[config.mk]
export PLATFORM = sky130hd
export DESIGN_NAME = sd_dat_top
export DESIGN_NICKNAME = d
export VERILOG_FILES = /design/src/hw/sd_dat_pkg.sv /design/src/hw/dat_rd_if.sv /design/src/hw/dat_buffer.sv /design/src/hw/dat_ctrl.sv /design/src/hw/dat_read.sv /design/src/hw/sd_dat_top.sv
export SDC_FILE = /design/constraint.sdc
export NUM_CORES = 1
export LEC_CHECK = 0
export BUFFER_PORTS_ARGS = -buffer_cell sky130_fd_sc_hd__buf_2
export CAP_MARGIN = 25
export CORE_ASPECT_RATIO = 0.8
export CORE_UTILIZATION = 65
export CTS_CLUSTER_SIZE = 16
export DETAILED_ROUTE_END_ITERATION = 12
export PLACE_DENSITY = 0.84
export SLEW_MARGIN = 0
export SYNTH_ARGS = -nofsm -noshare
export SYNTH_HDL_FRONTEND = slang
export SYNTH_SLANG_ARGS = --single-unit
[constraint.sdc]
create_clock -name clk_i -period 12.65 [get_ports clk_i]
set_clock_uncertainty 0.05 [all_clocks]
set_input_delay 0.6325 -clock clk_i [delete_from_list [all_inputs] [get_ports clk_i]]
set_output_delay 0.6325 -clock clk_i [all_outputs]
set_load 0.005 [all_outputs]
[src/hw/sd_dat_pkg.sv]
package sd_dat_pkg;

  // ==============================
  // Block and buffer geometry
  // ==============================
  localparam int BLK_WORDS = 4;  // 16 byte block.
  localparam int BUF_WORDS = 8;  // Two blocks.

  // CRC16 CCITT, seeded with zero on every line.
  localparam logic [15:0] CRC_POLY = 16'h1021;

  // Data timeout counter width.
  localparam int TMO_W = 16;

  // Read transfer controller states.
  typedef enum logic [2:0] {
    IDLE,
    WAIT_BUF,
    START,
    READING,
    BLOCK_DONE,
    TIMEOUT,
    DRAIN,
    DONE
  } dat_state_e;

endpackage

[src/hw/dat_rd_if.sv]
`timescale 1ns/1ps

interface dat_rd_if;

  logic        word_valid;   // One strobe per packed word.
  logic [31:0] word_data;
  logic        block_done;   // One pulse per block.
  logic        crc_err;      // Only valid with block_done.
  logic        end_bit_err;  // Only valid with block_done.

  modport rd (
    output word_valid,
    output word_data,
    output block_done,
    output crc_err,
    output end_bit_err
  );

  modport fifo (
    input word_valid,
    input word_data
  );

  modport ctl (
    input block_done,
    input crc_err,
    input end_bit_err
  );

endinterface

[src/hw/dat_buffer.sv]
`timescale 1ns/1ps

module dat_buffer (
  input  logic        clk_i,
  input  logic        rst_i,
  dat_rd_if.fifo      wr,
  input  logic        buf_rd_i,
  output logic [31:0] buf_data_o,
  output logic        buf_valid_o,
  output logic        empty_o,
  output logic        space_ok_o
);

  typedef logic [$clog2(sd_dat_pkg::BUF_WORDS)-1:0]   ptr_t;
  typedef logic [$clog2(sd_dat_pkg::BUF_WORDS+1)-1:0] cnt_t;

  logic [31:0] mem_q [sd_dat_pkg::BUF_WORDS];
  ptr_t        wr_ptr_q;
  ptr_t        rd_ptr_q;
  cnt_t        count_q;
  logic        full;
  logic        push;
  logic        pop;

  assign full = (count_q == cnt_t'(sd_dat_pkg::BUF_WORDS));
  assign pop  = buf_rd_i && !empty_o;  // Pops on an empty FIFO are dropped.
  assign push = wr.word_valid && (!full || pop);

  // ==============================
  // Storage
  // ==============================
  always_ff @(posedge clk_i) begin
    if (push) begin
      mem_q[wr_ptr_q] <= wr.word_data;
    end
  end

  always_ff @(posedge clk_i) begin
    if (rst_i) begin
      wr_ptr_q <= '0;
      rd_ptr_q <= '0;
      count_q  <= '0;
    end else begin
      if (push) begin
        wr_ptr_q <= wr_ptr_q + 1'b1;  // Depth is a power of two.
      end
      if (pop) begin
        rd_ptr_q <= rd_ptr_q + 1'b1;
      end
      case ({push, pop})
        2'b10:   count_q <= count_q + 1'b1;
        2'b01:   count_q <= count_q - 1'b1;
        default: ;
      endcase
    end
  end

  // ==============================
  // Host port and levels
  // ==============================
  assign empty_o     = (count_q == '0);
  assign buf_valid_o = !empty_o;
  assign buf_data_o  = mem_q[rd_ptr_q];  // Head word falls through.

  // Room for a whole block.
  assign space_ok_o = (count_q <= cnt_t'(sd_dat_pkg::BUF_WORDS - sd_dat_pkg::BLK_WORDS));

endmodule

[src/hw/dat_ctrl.sv]
`timescale 1ns/1ps

module dat_ctrl (
  input  logic                         clk_i,
  input  logic                         rst_i,
  input  logic                         sd_clk_en_i,
  input  logic                         start_i,
  input  logic [15:0]                  block_count_i,
  input  logic [sd_dat_pkg::TMO_W-1:0] timeout_i,
  input  logic                         got_start_i,
  input  logic                         space_ok_i,
  input  logic                         empty_i,
  dat_rd_if.ctl                        ev,
  output logic                         rd_start_o,
  output logic                         rd_abort_o,
  output logic                         busy_o,
  output logic                         done_o,
  output logic                         pause_sd_clk_o,
  output logic                         crc_err_o,
  output logic                         end_bit_err_o,
  output logic                         timeout_err_o,
  output logic [15:0]                  blocks_left_o
);

  sd_dat_pkg::dat_state_e       state_q, state_d;
  logic [15:0]                  blocks_q;
  logic [sd_dat_pkg::TMO_W-1:0] tmo_cnt_q;
  logic                         crc_err_q;
  logic                         end_err_q;
  logic                         tmo_hit;

  // Only waits for the start bit are timed.
  assign tmo_hit = !got_start_i && (tmo_cnt_q == timeout_i);

  // ==============================
  // Next state
  // ==============================
  always_comb begin
    state_d = state_q;
    unique case (state_q)
      sd_dat_pkg::IDLE: begin
        if (start_i) begin
          if (block_count_i == 16'd0) state_d = sd_dat_pkg::DONE;
          else if (space_ok_i)        state_d = sd_dat_pkg::START;
          else                        state_d = sd_dat_pkg::WAIT_BUF;
        end
      end
      sd_dat_pkg::WAIT_BUF: if (space_ok_i) state_d = sd_dat_pkg::START;
      sd_dat_pkg::START:    state_d = sd_dat_pkg::READING;
      sd_dat_pkg::READING: begin
        if (ev.block_done) state_d = sd_dat_pkg::BLOCK_DONE;
        else if (tmo_hit)  state_d = sd_dat_pkg::TIMEOUT;
      end
      sd_dat_pkg::BLOCK_DONE: begin
        if (blocks_q == 16'd1) state_d = sd_dat_pkg::DRAIN;  // Last block.
        else if (space_ok_i)   state_d = sd_dat_pkg::START;
        else                   state_d = sd_dat_pkg::WAIT_BUF;
      end
      sd_dat_pkg::TIMEOUT: state_d = sd_dat_pkg::DONE;
      sd_dat_pkg::DRAIN:   if (empty_i) state_d = sd_dat_pkg::DONE;
      sd_dat_pkg::DONE:    state_d = sd_dat_pkg::IDLE;
      default:             state_d = sd_dat_pkg::IDLE;
    endcase
  end

  always_ff @(posedge clk_i) begin
    if (rst_i) begin
      state_q   <= sd_dat_pkg::IDLE;
      blocks_q  <= '0;
      tmo_cnt_q <= '0;
    end else begin
      state_q <= state_d;
      if (state_q == sd_dat_pkg::IDLE && start_i) begin
        blocks_q <= block_count_i;
      end else if (state_q == sd_dat_pkg::BLOCK_DONE) begin
        blocks_q <= blocks_q - 16'd1;
      end
      if (state_q == sd_dat_pkg::START) begin
        tmo_cnt_q <= '0;
      end else if (state_q == sd_dat_pkg::READING && sd_clk_en_i && !got_start_i) begin
        tmo_cnt_q <= tmo_cnt_q + 1'b1;  // Counts SD clock strobes.
      end
    end
  end

  // Reader flags are only valid with block_done.
  always_ff @(posedge clk_i) begin
    if (ev.block_done) begin
      crc_err_q <= ev.crc_err;
      end_err_q <= ev.end_bit_err;
    end
  end

  // ==============================
  // Outputs
  // ==============================
  assign rd_start_o     = (state_q == sd_dat_pkg::START);
  assign rd_abort_o     = (state_q == sd_dat_pkg::TIMEOUT);
  assign timeout_err_o  = (state_q == sd_dat_pkg::TIMEOUT);
  assign busy_o         = (state_q != sd_dat_pkg::IDLE);
  assign done_o         = (state_q == sd_dat_pkg::DONE);
  assign pause_sd_clk_o = (state_q == sd_dat_pkg::WAIT_BUF);  // No room for a block.
  assign crc_err_o      = (state_q == sd_dat_pkg::BLOCK_DONE) && crc_err_q;
  assign end_bit_err_o  = (state_q == sd_dat_pkg::BLOCK_DONE) && end_err_q;
  assign blocks_left_o  = blocks_q;

endmodule

[src/hw/dat_read.sv]
`timescale 1ns/1ps

module dat_read (
  input  logic       clk_i,
  input  logic       rst_i,
  input  logic       sd_clk_en_i,
  input  logic [3:0] dat_i,
  input  logic       start_i,
  input  logic       abort_i,
  output logic       got_start_o,
  dat_rd_if.rd       rd
);

  typedef enum logic [2:0] {
    R_IDLE,
    R_ARMED,
    R_DATA,
    R_CRC,
    R_END
  } rd_state_e;

  // Counts data nibbles, then reused for the CRC bits.
  typedef logic [$clog2(sd_dat_pkg::BLK_WORDS * 8)-1:0] cnt_t;

  rd_state_e        state_q;
  cnt_t             cnt_q;
  logic [31:0]      word_q;
  logic [3:0][15:0] crc_q;     // Running CRC per line.
  logic [3:0][15:0] rx_crc_q;  // CRC as sent by the card.

  function automatic logic [15:0] crc16_step(input logic [15:0] crc, input logic bit_in);
    logic fb;
    fb = crc[15] ^ bit_in;
    return {crc[14:0], 1'b0} ^ (fb ? sd_dat_pkg::CRC_POLY : 16'h0000);
  endfunction

  // ==============================
  // Block sequencing
  // ==============================
  always_ff @(posedge clk_i) begin
    if (rst_i) begin
      state_q <= R_IDLE;
    end else if (abort_i) begin
      state_q <= R_IDLE;
    end else if (start_i) begin
      state_q <= R_ARMED;
    end else if (sd_clk_en_i) begin
      unique case (state_q)
        R_ARMED: if (dat_i == 4'h0) state_q <= R_DATA;  // Start bit on all lines.
        R_DATA: begin
          if (cnt_q == cnt_t'(sd_dat_pkg::BLK_WORDS * 8 - 1)) begin
            state_q <= R_CRC;
          end
        end
        R_CRC:   if (cnt_q == cnt_t'(15)) state_q <= R_END;
        R_END:   state_q <= R_IDLE;
        default: ;
      endcase
    end
  end

  // ==============================
  // Data path
  // ==============================
  always_ff @(posedge clk_i) begin
    if (sd_clk_en_i) begin
      unique case (state_q)
        R_ARMED: begin
          cnt_q <= '0;
          crc_q <= '0;
        end
        R_DATA: begin
          // High nibble of each byte comes first; first byte lands in 7:0.
          word_q[{cnt_q[2:1], ~cnt_q[0], 2'b00} +: 4] <= dat_i;
          for (int l = 0; l < 4; l++) begin
            crc_q[l] <= crc16_step(crc_q[l], dat_i[l]);
          end
          cnt_q <= cnt_q + 1'b1;  // Wraps to zero for the CRC phase.
        end
        R_CRC: begin
          for (int l = 0; l < 4; l++) begin
            rx_crc_q[l] <= {rx_crc_q[l][14:0], dat_i[l]};
          end
          cnt_q <= cnt_q + 1'b1;
        end
        default: ;
      endcase
    end
  end

  assign got_start_o = (state_q == R_DATA) || (state_q == R_CRC) || (state_q == R_END);

  // Eighth nibble is merged straight from the bus.
  assign rd.word_valid = sd_clk_en_i && (state_q == R_DATA) && (cnt_q[2:0] == 3'd7);
  assign rd.word_data  = {word_q[31:28], dat_i, word_q[23:0]};

  // End bit strobe closes the block.
  assign rd.block_done  = sd_clk_en_i && (state_q == R_END);
  assign rd.crc_err     = (rx_crc_q != crc_q);
  assign rd.end_bit_err = (dat_i != 4'hF);  // All four lines must be high.

endmodule

[src/hw/sd_dat_top.sv]
`timescale 1ns/1ps

module sd_dat_top (
  input  logic                         clk_i,
  input  logic                         rst_i,
  input  logic                         sd_clk_en_i,
  input  logic [3:0]                   dat_i,
  input  logic                         start_i,
  input  logic [15:0]                  block_count_i,
  input  logic [sd_dat_pkg::TMO_W-1:0] timeout_i,
  input  logic                         buf_rd_i,
  output logic [31:0]                  buf_data_o,
  output logic                         buf_valid_o,
  output logic                         busy_o,
  output logic                         done_o,
  output logic                         pause_sd_clk_o,
  output logic                         crc_err_o,
  output logic                         end_bit_err_o,
  output logic                         timeout_err_o,
  output logic [15:0]                  blocks_left_o
);

  logic rd_start;
  logic rd_abort;
  logic got_start;
  logic space_ok;
  logic buf_empty;

  dat_rd_if rd_bus ();

  // Reader to buffer and controller.
  dat_read u_read (
    .clk_i       (clk_i),
    .rst_i       (rst_i),
    .sd_clk_en_i (sd_clk_en_i),
    .dat_i       (dat_i),
    .start_i     (rd_start),
    .abort_i     (rd_abort),
    .got_start_o (got_start),
    .rd          (rd_bus)
  );

  dat_buffer u_buf (
    .clk_i       (clk_i),
    .rst_i       (rst_i),
    .wr          (rd_bus),
    .buf_rd_i    (buf_rd_i),
    .buf_data_o  (buf_data_o),
    .buf_valid_o (buf_valid_o),
    .empty_o     (buf_empty),
    .space_ok_o  (space_ok)
  );

  dat_ctrl u_ctrl (
    .clk_i          (clk_i),
    .rst_i          (rst_i),
    .sd_clk_en_i    (sd_clk_en_i),
    .start_i        (start_i),
    .block_count_i  (block_count_i),
    .timeout_i      (timeout_i),
    .got_start_i    (got_start),
    .space_ok_i     (space_ok),
    .empty_i        (buf_empty),
    .ev             (rd_bus),
    .rd_start_o     (rd_start),
    .rd_abort_o     (rd_abort),
    .busy_o         (busy_o),
    .done_o         (done_o),
    .pause_sd_clk_o (pause_sd_clk_o),
    .crc_err_o      (crc_err_o),
    .end_bit_err_o  (end_bit_err_o),
    .timeout_err_o  (timeout_err_o),
    .blocks_left_o  (blocks_left_o)
  );

endmodule

# Word level (Yosys, flattened, before mapping)
# Memory sizes are Yosys's and may differ from the RTL's. A register that Yosys moved wholly into a read port is not among the register bits.
# Cells that the tools add are included.
dict set report totals {
  latchBits 0
  mem_bits_ro 0
  memories 1
  reg_bits 215
  inputBits 41
  elab_cells 141
  out_inout_bits 55
  mem_bits_rw 256
}
dict set report classes {
  muxes 29
  n_eq_ne 31
  reduce_logical 40
  multipliers 0
  n_addsub 8
  order_cmp 1
  n_bitwise 9
  n_div 0
  shift 2
}
# name depth word_bits rd rd_ports_with_merged_regs wr line_no
set memory_table {}
lappend memory_table {u_buf.mem_q 8 32 1 1 1 dat_buffer.sv:17} ;# logic [31:0] mem_q [sd_dat_pkg::BUF_WORDS];
# cell n
set op_table {}
lappend op_table {{one-hot mux 64 bit (2 select lines)} 1}
lappend op_table {{inequality test 64 bit} 1}
lappend op_table {{bitwise XOR 16 bit} 4}
lappend op_table {{two-way mux 13 bit} 4}
lappend op_table {{two-way mux 3 bit} 12}
lappend op_table {{bitwise mux 32 bit} 1}
lappend op_table {{two-way mux 16 bit} 2}
lappend op_table {{variable shift 4 x 7 -> 32 bit, first input constant} 1}
lappend op_table {{variable part select 4 x 7 -> 32 bit} 1}
lappend op_table {{one-hot mux 3 bit (8 select lines)} 1}
lappend op_table {{equality test 3 bit, second input constant} 6}
lappend op_table {{adder 16 x 1 -> 16 bit, second input constant} 1}
lappend op_table {{equality test 16 x 1 -> 1 bit, second input constant} 1}
lappend op_table {{equality test 16 bit} 1}
lappend op_table {{logical NOT 16 bit} 1}
lappend op_table {{subtractor 16 x 1 -> 16 bit, second input constant} 1}
lappend op_table {{equality test 3 x 2 -> 1 bit, second input constant} 4}
lappend op_table {{inequality test 3 x 2 -> 1 bit, second input constant} 4}
lappend op_table {{one-hot mux 3 bit (4 select lines)} 1}
lappend op_table {{logical AND 1 bit} 11}
lappend op_table {{one-hot mux 5 bit (2 select lines)} 1}
lappend op_table {{AND reduction 5 bit} 2}
lappend op_table {{nonzero test 2 bit} 5}
lappend op_table {{logical NOT 4 bit} 2}
lappend op_table {{30 further kinds} 51}

# Longest topological paths before layout
# Gate-level depths: netlist of run 1.
dict set report depth {
  ltp_word 8
  ltp_mapped 11
  ltp_nobuf 10
}

# By module
# From an unflattened synthesis of run 1, not the netlist that was laid out.
dict set report hier_totals {
  hier_cells 1170
  hier_area_um2 19387.3
}
# module cells_per_inst area_per_inst_um2 instances
set modules_own_cells {}
lappend modules_own_cells {dat_buffer 452 10387.5 1}
lappend modules_own_cells {dat_read 456 6811.5 1}
lappend modules_own_cells {dat_ctrl 262 2188.3 1}

# Worst setup path after synthesis of run 1
# OpenSTA, ideal clock, no wires.
dict set report synth_timing {
  kind {input -> register}
  startpoint {input port sd_clk_en_i}
  endpoint {memory u_buf.mem_q[0][0] (enable)}
  stages 4
  path_slack_ns 8.605
  setup_ns 0.461
  t_required_ns 12.139
  arrival_time_ns 3.534
  cell_sequence {and4bb_2 -> o311a_1 -> nand2b_1 -> nor3_1}
}
dict set report synth_via {
  elab_chain_cells 5
}
# element line_no
set synth_lines {}
lappend synth_lines {{start: declaration} sd_dat_top.sv:6} ;# input logic sd_clk_en_i,
lappend synth_lines {{logical AND 1 bit (2 in a row)} dat_read.sv:94} ;# assign rd.word_valid = sd_clk_en_i && (state_q == R_DATA) && (cnt_q[2:0] == 3'd7);
lappend synth_lines {{logical AND 1 bit} dat_buffer.sv:27} ;# assign push = wr.word_valid && (!full || pop);
lappend synth_lines {{two-way mux 1 bit} dat_buffer.sv:33} ;# if (push) begin
lappend synth_lines {{two-way mux 1 bit (not written as such)} dat_buffer.sv:34} ;# mem_q[wr_ptr_q] <= wr.word_data;
lappend synth_lines {{end: declaration} dat_buffer.sv:17}
# Every way passes these cells.

==> results.json, run 1 <==
{
  "status": "finished, final reports clean",
  "drt_iter0_markers": 884,
  "drc_errors": 0,
  "holdCritPathClass": "in2reg",
  "io_buffers": 95,
  "slew_headroom_pct": 35.2,
  "num_io_pins": 96,
  "antenna_found_initial": 0,
  "rsz0062_at_grt": "no",
  "core_um2": 28600,
  "clk_pin_slew_ns": 0.06,
  "cts_root_buf": "clkbuf_16",
  "finalSetupViolCount": 0,
  "post_cts_buffers": 0,
  "start_kind": "flip-flop",
  "fin_cells": 1648,
  "drt_wl_total_um": 36800,
  "fmaxAchievable_ghz": 0.270,
  "dr.pass1.iters": 5,
  "synth_cell_type_count": 67,
  "detail_route.wl_per_cell_um": 22.3,
  "cts_max_path_buffers": 3,
  "num_vias": 10200,
  "yosysWarnings": 0,
  "dieWidth_um": 194,
  "rows": 55,
  "overflow": 0,
  "clock_sinks": 470,
  "nets": 1298,
  "tritoncts": "yes",
  "synth_nets": 1187,
  "avgSynthCellArea_um2": 16.9,
  "placed_cells": 1564,
  "fin_crit_ns": 3.70,
  "finalHoldViolCount": 0,
  "peakVddDrop_mv": 0.122,
  "dp_hpwl_um": 21900,
  "power_uw": 3760,
  "critPathKind": "reg2out",
  "layout_commonest_cell": "edfxtp_1",
  "postSynth.asyncResetShare_pct": 0,
  "syn_area_um2": 19200,
  "die_height_um": 156,
  "final_max_slew_viol_count": 0,
  "yosysSeqAreaShare_pct": 71.0,
  "required_ns": 11.97,
  "maxCapViolations": 0,
  "numCtsBuffers": 43,
  "viasPerCell": 6.16,
  "end_kind": "output pin",
  "cts-hold-fix-buffers": 0,
  "use_met1_pct": 35.3,
  "synthFlopType": "edfxtp_1",
  "grt_busiest_layer": "met2",
  "final_core_utilization_pct": 75.4,
  "setup_tns_ns": 0,
  "power_density_nw_per_um2": 174,
  "cts-resized-gates": 0,
  "grt_first_pass_wirelength_um": 56800,
  "area_growth_pct": 12.6,
  "grt_max_degree": 66,
  "dieArea_um2": 30200,
  "hold_slack_ns": 0.311,
  "antenna_left": 0,
  "track_usage_pct": 24.8,
  "use_met3_pct": 3.91,
  "synth_edf_count": 419,
  "cp_max_fo": 37,
  "worstMarginPinSlew_ns": 0.973,
  "power_leakage_uw": 0.00710,
  "mostFrequentLayoutCells": "edfxtp_1 (419), xnor2_1 (95), buf_2 (95), and2_1 (82), nor2_1 (69)",
  "place_congestion": 0.842,
  "cp_data_arrival_time_ns": 3.02,
  "grt_pass1_vias": 10100,
  "syn_inst": 1132,
  "use_met2_pct": 41.1,
  "clk_latency_ns": 0.56,
  "layout-drive-gt1-share_pct": 23.9,
  "synth-seq-cells": 470,
  "cts_htree_levels": 2,
  "num_antenna_cells": 0,
  "period_share_pct": 29.2,
  "start_util_pct": 66.9
}
registers in the layout, summed over array words and instances, names as in the netlist, named ones only:
register / cells
u_read.word_q: 28
u_ctrl.tmo_cnt_q: 16
u_ctrl.end_err_q: 1
u_buf.wr_ptr_q: 3
u_buf.count_q: 4
u_read.rx_crc_q: 64
u_read.state_q: 3
u_buf.rd_ptr_q: 3
u_ctrl.crc_err_q: 1
u_ctrl.blocks_left_o: 16
u_read.cnt_q: 5
u_buf.mem_q: 256
u_read.crc_q: 64
u_ctrl.state_q: 3
cells in the mapped netlist, drive strengths merged (2+ instances only):
library cell    n  area (µm²)
nor3           18         106
nor4           12        90.1
ha             13         163
nand3          15        87.6
o311ai          3        26.3
a21o            4        30.0
nand4          30         188
o21ai           5        25.0
or4             5        52.6
o211ai          5        37.5
mux4           64        1440
edfxtp        419       12600
xnor2          95         832
mux2           32         360
a211oi          2        15.0
a21oi          20         100
and3           10        62.6
a32oi           2        17.5
a31oi           4        25.0
inv            12        45.0
xor2           21         184
o311a           2        20.0
buf            18         116
nand2          29         119
nor2           78         317
mux2i           6        60.1
and2           83         519
clkbuf         25        93.8
or3             4        25.0
and4            2        17.5
nor3b           3        33.8
a221oi          6        58.8
dfxtp          51        1020
or2             3        18.8
nor2b           6        40.0
nand2b          9        56.3
nand3b          2        15.0
cell families after synthesis:
family                     Yosys count  share of synthesized area [%]
buffers and inverters               55                           1.33
muxes                              102                           9.72
and+or+nand+nor                    313                           9.41
adders and majority gates           14                          0.954
DFF                                470                           71.0
xor gates and xnor gates           116                           5.30
AOI/OAI and AO/OA                   62                           2.26
power breakdown:
| group | internal, µW | switching [µW] | total, µW | leakage [µW] |
|---|---|---|---|---|
| Combinational | 321 | 310 | 631 | 0.00221 |
| Clock | 735 | 557 | 1290 | 0.000689 |
| Sequential | 1740 | 96.8 | 1840 | 0.00420 |
per-layer routing:
layer  vias to the layer above  share of wire, %
li1                       4567                 -
met1                      5136                43
met2                       403                49
met3                        51               6.8
met4                         0               1.6
met5                         -                 0
final cells by class:
class,instances,area [µm²]
Fill cell,1613,7050
Inverter,12,45.0
Sequential cell,470,13600
Timing Repair Buffer,109,686
Tap cell,370,463
Clock inverter,25,221
Multi-Input combinational cell,607,5360
Clock buffer,55,1190
final timing paths:
| kind | endpoint | startpoint | cells after the start | slack [ns] |
|---|---|---|---|---|
| worst max-delay path | buf_data_o[23] | flip-flop | 4 | 8.95 |
| worst min register to register | u_read.rx_crc_q[28]$_DFFE_PP_ | u_read.rx_crc_q[27]$_DFFE_PP_ | 0 | 0.42 |
| worst min-delay path | u_ctrl.blocks_left_o[12]$_SDFFE_PP0P_ | block_count_i[12] | 3 | 0.31 |
| worst max register to register | u_buf.mem_q[5][15]$_DFFE_PP_ | u_read.state_q[1]$_SDFFE_PP0P_ | 5 | 9.80 |
through the flow:
step	instance area [µm²]	setup slack (ns)
after floorplan	19200	8.60
after global placement	20000	9.51
after detailed placement	20000	9.46
after CTS	21500	8.83
after global routing	21600	8.73
final	21600	8.95
critical path, cell delays in order, from the launching register on:
cell and delay, ns:
dfxtp_4 0.72, buf_4 0.68, mux4_2 0.62, mux2_2 0.31
buf_2 0.13
(Power assumes the default switching activity.)
==> run 2, diff against run 1 <==
--- a/config.mk
+++ b/config.mk
@@ -5,13 +5,14 @@
 export SDC_FILE = /design/constraint.sdc
 export NUM_CORES = 1
 export LEC_CHECK = 0
+export ABC_AREA = 1
 export BUFFER_PORTS_ARGS = -buffer_cell sky130_fd_sc_hd__buf_2
 export CAP_MARGIN = 25
 export CORE_ASPECT_RATIO = 0.8
-export CORE_UTILIZATION = 65
+export CORE_UTILIZATION = 55
 export CTS_CLUSTER_SIZE = 16
 export DETAILED_ROUTE_END_ITERATION = 12
-export PLACE_DENSITY = 0.84
+export PLACE_DENSITY = 0.76
 export SLEW_MARGIN = 0
 export SYNTH_ARGS = -nofsm -noshare
 export SYNTH_HDL_FRONTEND = slang
==> constraint.sdc (replaced) <==
create_clock -name clk_i -period 3.03 [get_ports clk_i]
set_clock_uncertainty 0.05 [all_clocks]
set_input_delay 0.1515 -clock clk_i [delete_from_list [all_inputs] [get_ports clk_i]]
set_output_delay 0.1515 -clock clk_i [all_outputs]
set_load 0.005 [all_outputs]
==> run 2 against run 1 <==
Effect of this change: final cell count grew 45%; wire length grew 12%; worst hold slack lost 0.23 ns; combinational power grew to 6.5 times the previous value; synthesized cell count grew 54%; clock power grew to 4.1 times the previous value; largest power group unchanged; core utilization shrank 11 points; via count grew 29%; critical path depth grew 6.
==> results.json, run 2 <==
{
  "area_growth_pct": 14.6,
  "endpoint": "u_ctrl.blocks_left_o[15]$_SDFFE_PP0P_",
  "fin_cells": 2388,
  "largest_register": "u_buf.mem_q",
  "cp-startpoint": "u_ctrl.state_q[2]$_SDFFE_PP0P_",
  "largest_registers": "u_buf.mem_q x256, u_read.crc_q x64, u_read.rx_crc_q x64",
  "num_io_pins": 96,
  "grt_first_pass_wirelength_um": 64400,
  "synth_top_area_share_pct": 64.0,
  "place_congestion": 0.904,
  "synthFlopType": "edfxtp_1",
  "worstMarginPinSlew_ns": 0.859,
  "finalHoldViolCount": 0,
  "yosys-top-cells-count": "edfxtp_1 (419), nor2_1 (411), nand2_1 (174)",
  "layout-drive-gt1-share_pct": 11.3,
  "fmaxAchievable_ghz": 0.356,
  "syn_inst": 1748,
  "multi_input_area_um2": 5300,
  "regArea_um2": 13600,
  "p_clk_share_pct": 30.7,
  "overflow": 0,
  "cp_data_arrival_time_ns": 3.26,
  "synth_area_leader_cell": "edfxtp_1",
  "synth_top_family_by_area": "simple AND/OR/NAND/NOR gates",
  "detail_route.wl_per_cell_um": 17.3,
  "status": "finished, final reports clean",
  "dr.pass1.iters": 7,
  "final_max_slew_viol_count": 0,
  "holdCritPathClass": "in2reg",
  "setup_slack_ns": 0.222,
  "met3_length_um": 2720,
  "sw_frac_of_total_pct": 30.9,
  "pwr-share-seq_pct": 45.5,
  "grt_max_degree": 77,
  "synth_edf_count": 419,
  "switchingPower_uw": 5370,
  "start_kind": "flip-flop",
  "topRoutingLayerUsed": "met4",
  "numCtsBuffers": 44,
  "slew_headroom_pct": 42.7,
  "hold_slack_ns": 0.0782,
  "drc_errors": 0,
  "grt_pass1_vias": 12700,
  "clk_latency_ns": 0.56,
  "power_leakage_uw": 0.00817,
  "power_uw": 17400,
  "critPathKind": "reg2reg",
  "yosysMostFrequentCell": "edfxtp_1",
  "synth_area_leaders": "edfxtp_1 (64%), nor2_1 (7.9%), dfxtp_1 (5.2%)",
  "final_core_utilization_pct": 64.4,
  "peakVddDrop_mv": 0.561,
  "clk_pin_slew_ns": 0.07,
  "cts_htree_levels": 2,
  "antenna_left": 0,
  "cp_max_fo": 18,
  "finalSetupViolCount": 0,
  "wl_met1_um": 18100,
  "layout_commonest_cell": "edfxtp_1",
  "dp_hpwl_um": 24000,
  "muxShareOfSynthArea_pct": 0,
  "r2r_slack_ns": 0.22,
  "mostFrequentLayoutCells": "edfxtp_1 (419), nor2_1 (409), nand2_1 (173), o21ai_0 (152), inv_1 (149)",
  "synth_cell_type_count": 40,
  "drt_iter0_markers": 1089,
  "synthAdderAreaFrac_pct": 0.930,
  "postSynth.asyncResetShare_pct": 0,
  "synth-seq-cells": 470,
  "placed_cells": 2274,
  "dieArea_um2": 36500,
  "synth_nets": 1803,
  "core_um2": 35000,
  "track_usage_pct": 22.6,
  "end_kind": "flip-flop",
  "largest_register_ffs": 256,
  "power_density_nw_per_um2": 772,
  "period_share_pct": 92.7,
  "die_height_um": 171,
  "viasPerCell": 5.49,
  "rsz0062_at_grt": "no",
  "wl_met2_um": 19800,
  "reg2reg_depth": 10,
  "dieWidth_um": 213,
  "cts_max_path_buffers": 3,
  "io_buffers": 95,
  "yosysSeqAreaShare_pct": 69.2,
  "fin_crit_ns": 2.81,
  "avgSynthCellArea_um2": 11.2,
  "clock_sinks": 470,
  "syn_area_um2": 19600,
  "synth_compound_area_share_pct": 7.72,
  "maxCapViolations": 0,
  "combinationalPowerShare_pct": 23.7,
  "r2r-start": "u_ctrl.state_q[2]$_SDFFE_PP0P_",
  "rr_endpoint": "u_ctrl.blocks_left_o[15]$_SDFFE_PP0P_",
  "drt_wl_total_um": 41300,
  "synth_xor_area_share_pct": 3.66,
  "nets": 1939,
  "num_vias": 13100,
  "rows": 61,
  "start_util_pct": 56.2,
  "cts_root_buf": "clkbuf_16",
  "place_ws_ns": 0.580,
  "required_ns": 3.49,
  "tritoncts": "yes",
  "p_int_uw": 12000,
  "yosysWarnings": 0,
  "synth-simple-area-share_pct": 14.2,
  "antenna_found_initial": 2,
  "nFillCells": 2649
}
==> run 2: kinds of logic after synthesis <==
family | count (synthesis)
AND/OR/NAND/NOR | 687
flip-flops | 470
AO/OA/AOI/OAI | 278
buffers and inverters | 217
XOR/XNOR | 82
adder cells (fa/ha/maj) | 14
==> run 2: critical path: stages (launching register included) <==
cell	delay, ns
dfxtp_1	0.40
inv_1	0.14
nand2_1	0.17
nor2_2	0.04
buf_4	0.19
nor2_1	0.66
inv_1	0.20
o21ai_1	0.17
inv_1	0.06
a21oi_1	0.12
dlygate4sd3_1	0.55
==> run 2: per-stage QoR <==
step / instance area (µm²) / TNS, ns
final: 22500 / 0
after detailed placement: 20800 / 0
after CTS: 22500 / 0
after floorplan: 19700 / -109.40
after global routing: 22500 / 0
after global placement: 20800 / 0
==> run 2: routing by layer <==
metal	up-vias	track usage, %
met3	66	3.63
met4	0	5.99
met5	-	0
met1	6329	30.9
met2	450	37.8
li1	6269	-
==> run 2: worst min-delay path by stage <==
stage	start	depth (start not counted)	slack, ns	endpoint
6_report	sd_clk_en_i	6	0.08	u_ctrl.tmo_cnt_q[14]$_SDFFE_PP0P_
5_1_grt	sd_clk_en_i	6	0.09	u_ctrl.tmo_cnt_q[14]$_SDFFE_PP0P_
4_1_cts	sd_clk_en_i	6	0.06	u_ctrl.tmo_cnt_q[14]$_SDFFE_PP0P_
3_5_place_dp	block_count_i[5]	3	0.39	u_ctrl.blocks_left_o[5]$_SDFFE_PP0P_
3_3_place_gp	block_count_i[7]	3	0.39	u_ctrl.blocks_left_o[7]$_SDFFE_PP0P_
2_1_floorplan	dat_i[0]	0	0.20	u_buf.mem_q[0][24]$_DFFE_PP_
==> run 2: cell type report <==
type                       instances  area share (%)
tap                              472            2.62
antenna                            1          0.0111
multi-input combinational       1061            23.5
timing repair buffer             153            4.72
clock inverter                    20           0.889
clock buffer                      57            5.20
sequential                       470            60.5
inverter                         154            2.57
==> run 2: power by group through the flow <==
| stage | Clock, µW | Combinational (µW) | Sequential (µW) |
|---|---|---|---|
| after floorplan | 0 | 2860 | 7900 |
| after global placement | 0 | 3930 | 8010 |
| after detailed placement | 0 | 4030 | 8040 |
| after CTS | 5430 | 4140 | 7910 |
| after global routing | 5640 | 4640 | 7970 |
| final | 5340 | 4130 | 7920 |
==> run 2: what timing repair did <==
item / 4_1_cts / 5_1_grt
endpoints found under the hold margin: 59 / 0
resized for setup: 0 / 0
hold buffers: 36 / 0
setup buffers: 0 / 0
==> run 3, diff against run 2 <==
--- a/config.mk
+++ b/config.mk
@@ -13,6 +13,7 @@
 export CTS_CLUSTER_SIZE = 16
 export DETAILED_ROUTE_END_ITERATION = 12
 export PLACE_DENSITY = 0.76
+export REMOVE_ABC_BUFFERS = 1
 export SLEW_MARGIN = 0
 export SYNTH_ARGS = -nofsm -noshare
 export SYNTH_HDL_FRONTEND = slang
==> run 3 against run 2 <==
Effect of this change: clock power grew 9.0%; setup slack improved by 0.042 ns; sequential cell count is the same; sequential power about the same; die area unchanged; combinational power about the same; critical endpoint is now buf_data_o[4].
==> results.json, run 3 (same netlist as run 2, synthesis figures left out) <==
{
  "status": "finished, final reports clean",
  "fin_crit_ns": 2.77,
  "dr.pass1.iters": 5,
  "num_vias": 13100,
  "min_from": "sd_clk_en_i",
  "period_share_pct": 91.3,
  "required_ns": 2.83,
  "drt_wl_total_um": 41200,
  "overflow": 0,
  "grt_max_degree": 129,
  "viasPerCell": 5.45,
  "critPathKind": "reg2out",
  "drt_iter0_markers": 1072,
  "grt_pass1_vias": 12700,
  "antenna_found_initial": 0,
  "place_congestion": 0.868,
  "detail_route.wl_per_cell_um": 17.2,
  "die_height_um": 171,
  "post_cts_buffers": 0,
  "largest_register": "u_buf.mem_q",
  "path_cells": "inv_2 > buf_12 > o21ai_0 > o22ai_1 > nor2_1 > a31oi_1 > buf_2",
  "maxCapViolations": 0,
  "rows": 61,
  "cts_htree_levels": 2,
  "num_io_pins": 96,
  "clk_latency_ns": 0.57,
  "peakVddDrop_mv": 0.503,
  "dieArea_um2": 36500,
  "layout-drive-gt1-share_pct": 11.9,
  "start_util_pct": 56.2,
  "power_leakage_uw": 0.00823,
  "io_buffers": 95,
  "rr_endpoint": "u_ctrl.blocks_left_o[15]$_SDFFE_PP0P_",
  "track_usage_pct": 22.9,
  "setup_slack_ns": 0.264,
  "finalHoldViolCount": 0,
  "slowest_stage": "dfxtp_4",
  "mostFrequentLayoutCells": "edfxtp_1 (419), nor2_1 (408), nand2_1 (173), o21ai_0 (152), inv_1 (149)",
  "largest_registers": "u_buf.mem_q x256, u_read.crc_q x64, u_read.rx_crc_q x64",
  "final_max_slew_viol_count": 0,
  "power_density_nw_per_um2": 787,
  "cp_max_fo": 128,
  "r2r-start": "u_ctrl.state_q[2]$_SDFFE_PP0P_",
  "cts_root_buf": "clkbuf_16",
  "core_um2": 35000,
  "grt_first_pass_wirelength_um": 65200,
  "r2r_slack_ns": 0.43,
  "nets": 1942,
  "clk_pin_slew_ns": 0.06,
  "worstMarginPinSlew_ns": 0.855,
  "clock_sinks": 470,
  "tritoncts": "yes",
  "fmaxAchievable_ghz": 0.362,
  "power_uw": 17800,
  "slew_headroom_pct": 43.0,
  "dp_hpwl_um": 24200,
  "cpLargestDelayFamily": "buffers and inverters",
  "drc_errors": 0,
  "num_antenna_cells": 0,
  "end_kind": "output pin",
  "rsz0062_at_grt": "no",
  "cp_num_buf_inv": 3,
  "finalSetupViolCount": 0,
  "cp_data_arrival_time_ns": 2.56,
  "cts_max_path_buffers": 3,
  "dieWidth_um": 213,
  "holdPathEnd": "u_ctrl.tmo_cnt_q[14]$_SDFFE_PP0P_",
  "min_path_cells": 6,
  "reg2reg_depth": 10,
  "area_growth_pct": 15.4,
  "largest_register_ffs": 256,
  "holdCritPathClass": "in2reg",
  "start_kind": "flip-flop",
  "critPathMaxStageDelay_ns": 0.50,
  "place_ws_ns": 0.571,
  "antenna_left": 0,
  "numCtsBuffers": 45,
  "layout_commonest_cell": "edfxtp_1"
}
==> run 3: worst max-delay path by stage <==
stage | startpoint | end | slack, ns | cells past startpoint
floorplan | u_read.state_q[1]$_SDFFE_PP0P_ | u_read.rx_crc_q[0]$_DFFE_PP_ | -2.45 | 2
global placement | u_read.cnt_q[0]$_SDFFCE_PN0P_ | u_buf.count_q[3]$_SDFFE_PP0P_ | 0.70 | 12
detailed placement | u_read.cnt_q[0]$_SDFFCE_PN0P_ | u_read.word_q[11]$_DFFE_PP_ | 0.57 | 6
CTS | u_ctrl.state_q[2]$_SDFFE_PP0P_ | u_ctrl.blocks_left_o[15]$_SDFFE_PP0P_ | 0.22 | 10
global route | flip-flop | buf_data_o[4] | 0.05 | 7
finish | flip-flop | buf_data_o[4] | 0.26 | 7
==> run 3: power by group <==
group | total [µW] | switching [µW] | internal (µW)
logic | 4110 | 2630 | 1490
registers | 7910 | 386 | 7520
clock network | 5820 | 2410 | 3410
total | 17800 | 5430 | 12400
==> run 3: what timing repair did <==
item	CTS	global route
endpoints found under the setup margin	0	2
hold endpoints to repair	55	0
resized for setup	0	1
hold buffers	36	0
==> run 3: worst reg2reg max path: cells and delay by family, from the launching register on <==
| family | cells | cell delay [ns] |
|---|---|---|
| simple gates | 3 | 0.67 |
| buf+inv | 5 | 1.13 |
| flops | 1 | 0.42 |
| compound gates | 2 | 0.27 |
==> run 3: cell type report <==
class,count,area [µm²]
clock buffers,58,1230
clock inverters,25,317
fillers,2632,12300
inverters,154,578
multi-input cells,1061,5270
flip-flops and latches,470,13600
well taps,472,591
repair buffers,155,1080
==> run 3: per-layer routing <==
layer  GRT usage (%)  share of wire [%]  wire length [µm]
met5               0                  0                 0
met1            31.4                 43             17700
met2            37.5                 48             19600
met3            4.35                7.5              3090
met4            6.40                2.2               893
==> run 3: stage by stage <==
stage               util (%)  cells  hold slack, ns  cell area [µm²]  setup TNS (ns)
global route            64.9   2395          0.0965            22700               0
detailed placement      59.4   2276           0.401            20800               0
finish                  64.9   2395          0.0786            22700               0
CTS                     64.9   2395          0.0612            22700               0
global placement        59.4   2276           0.395            20800               0
floorplan                  -   1685           0.171            19400         -767.32
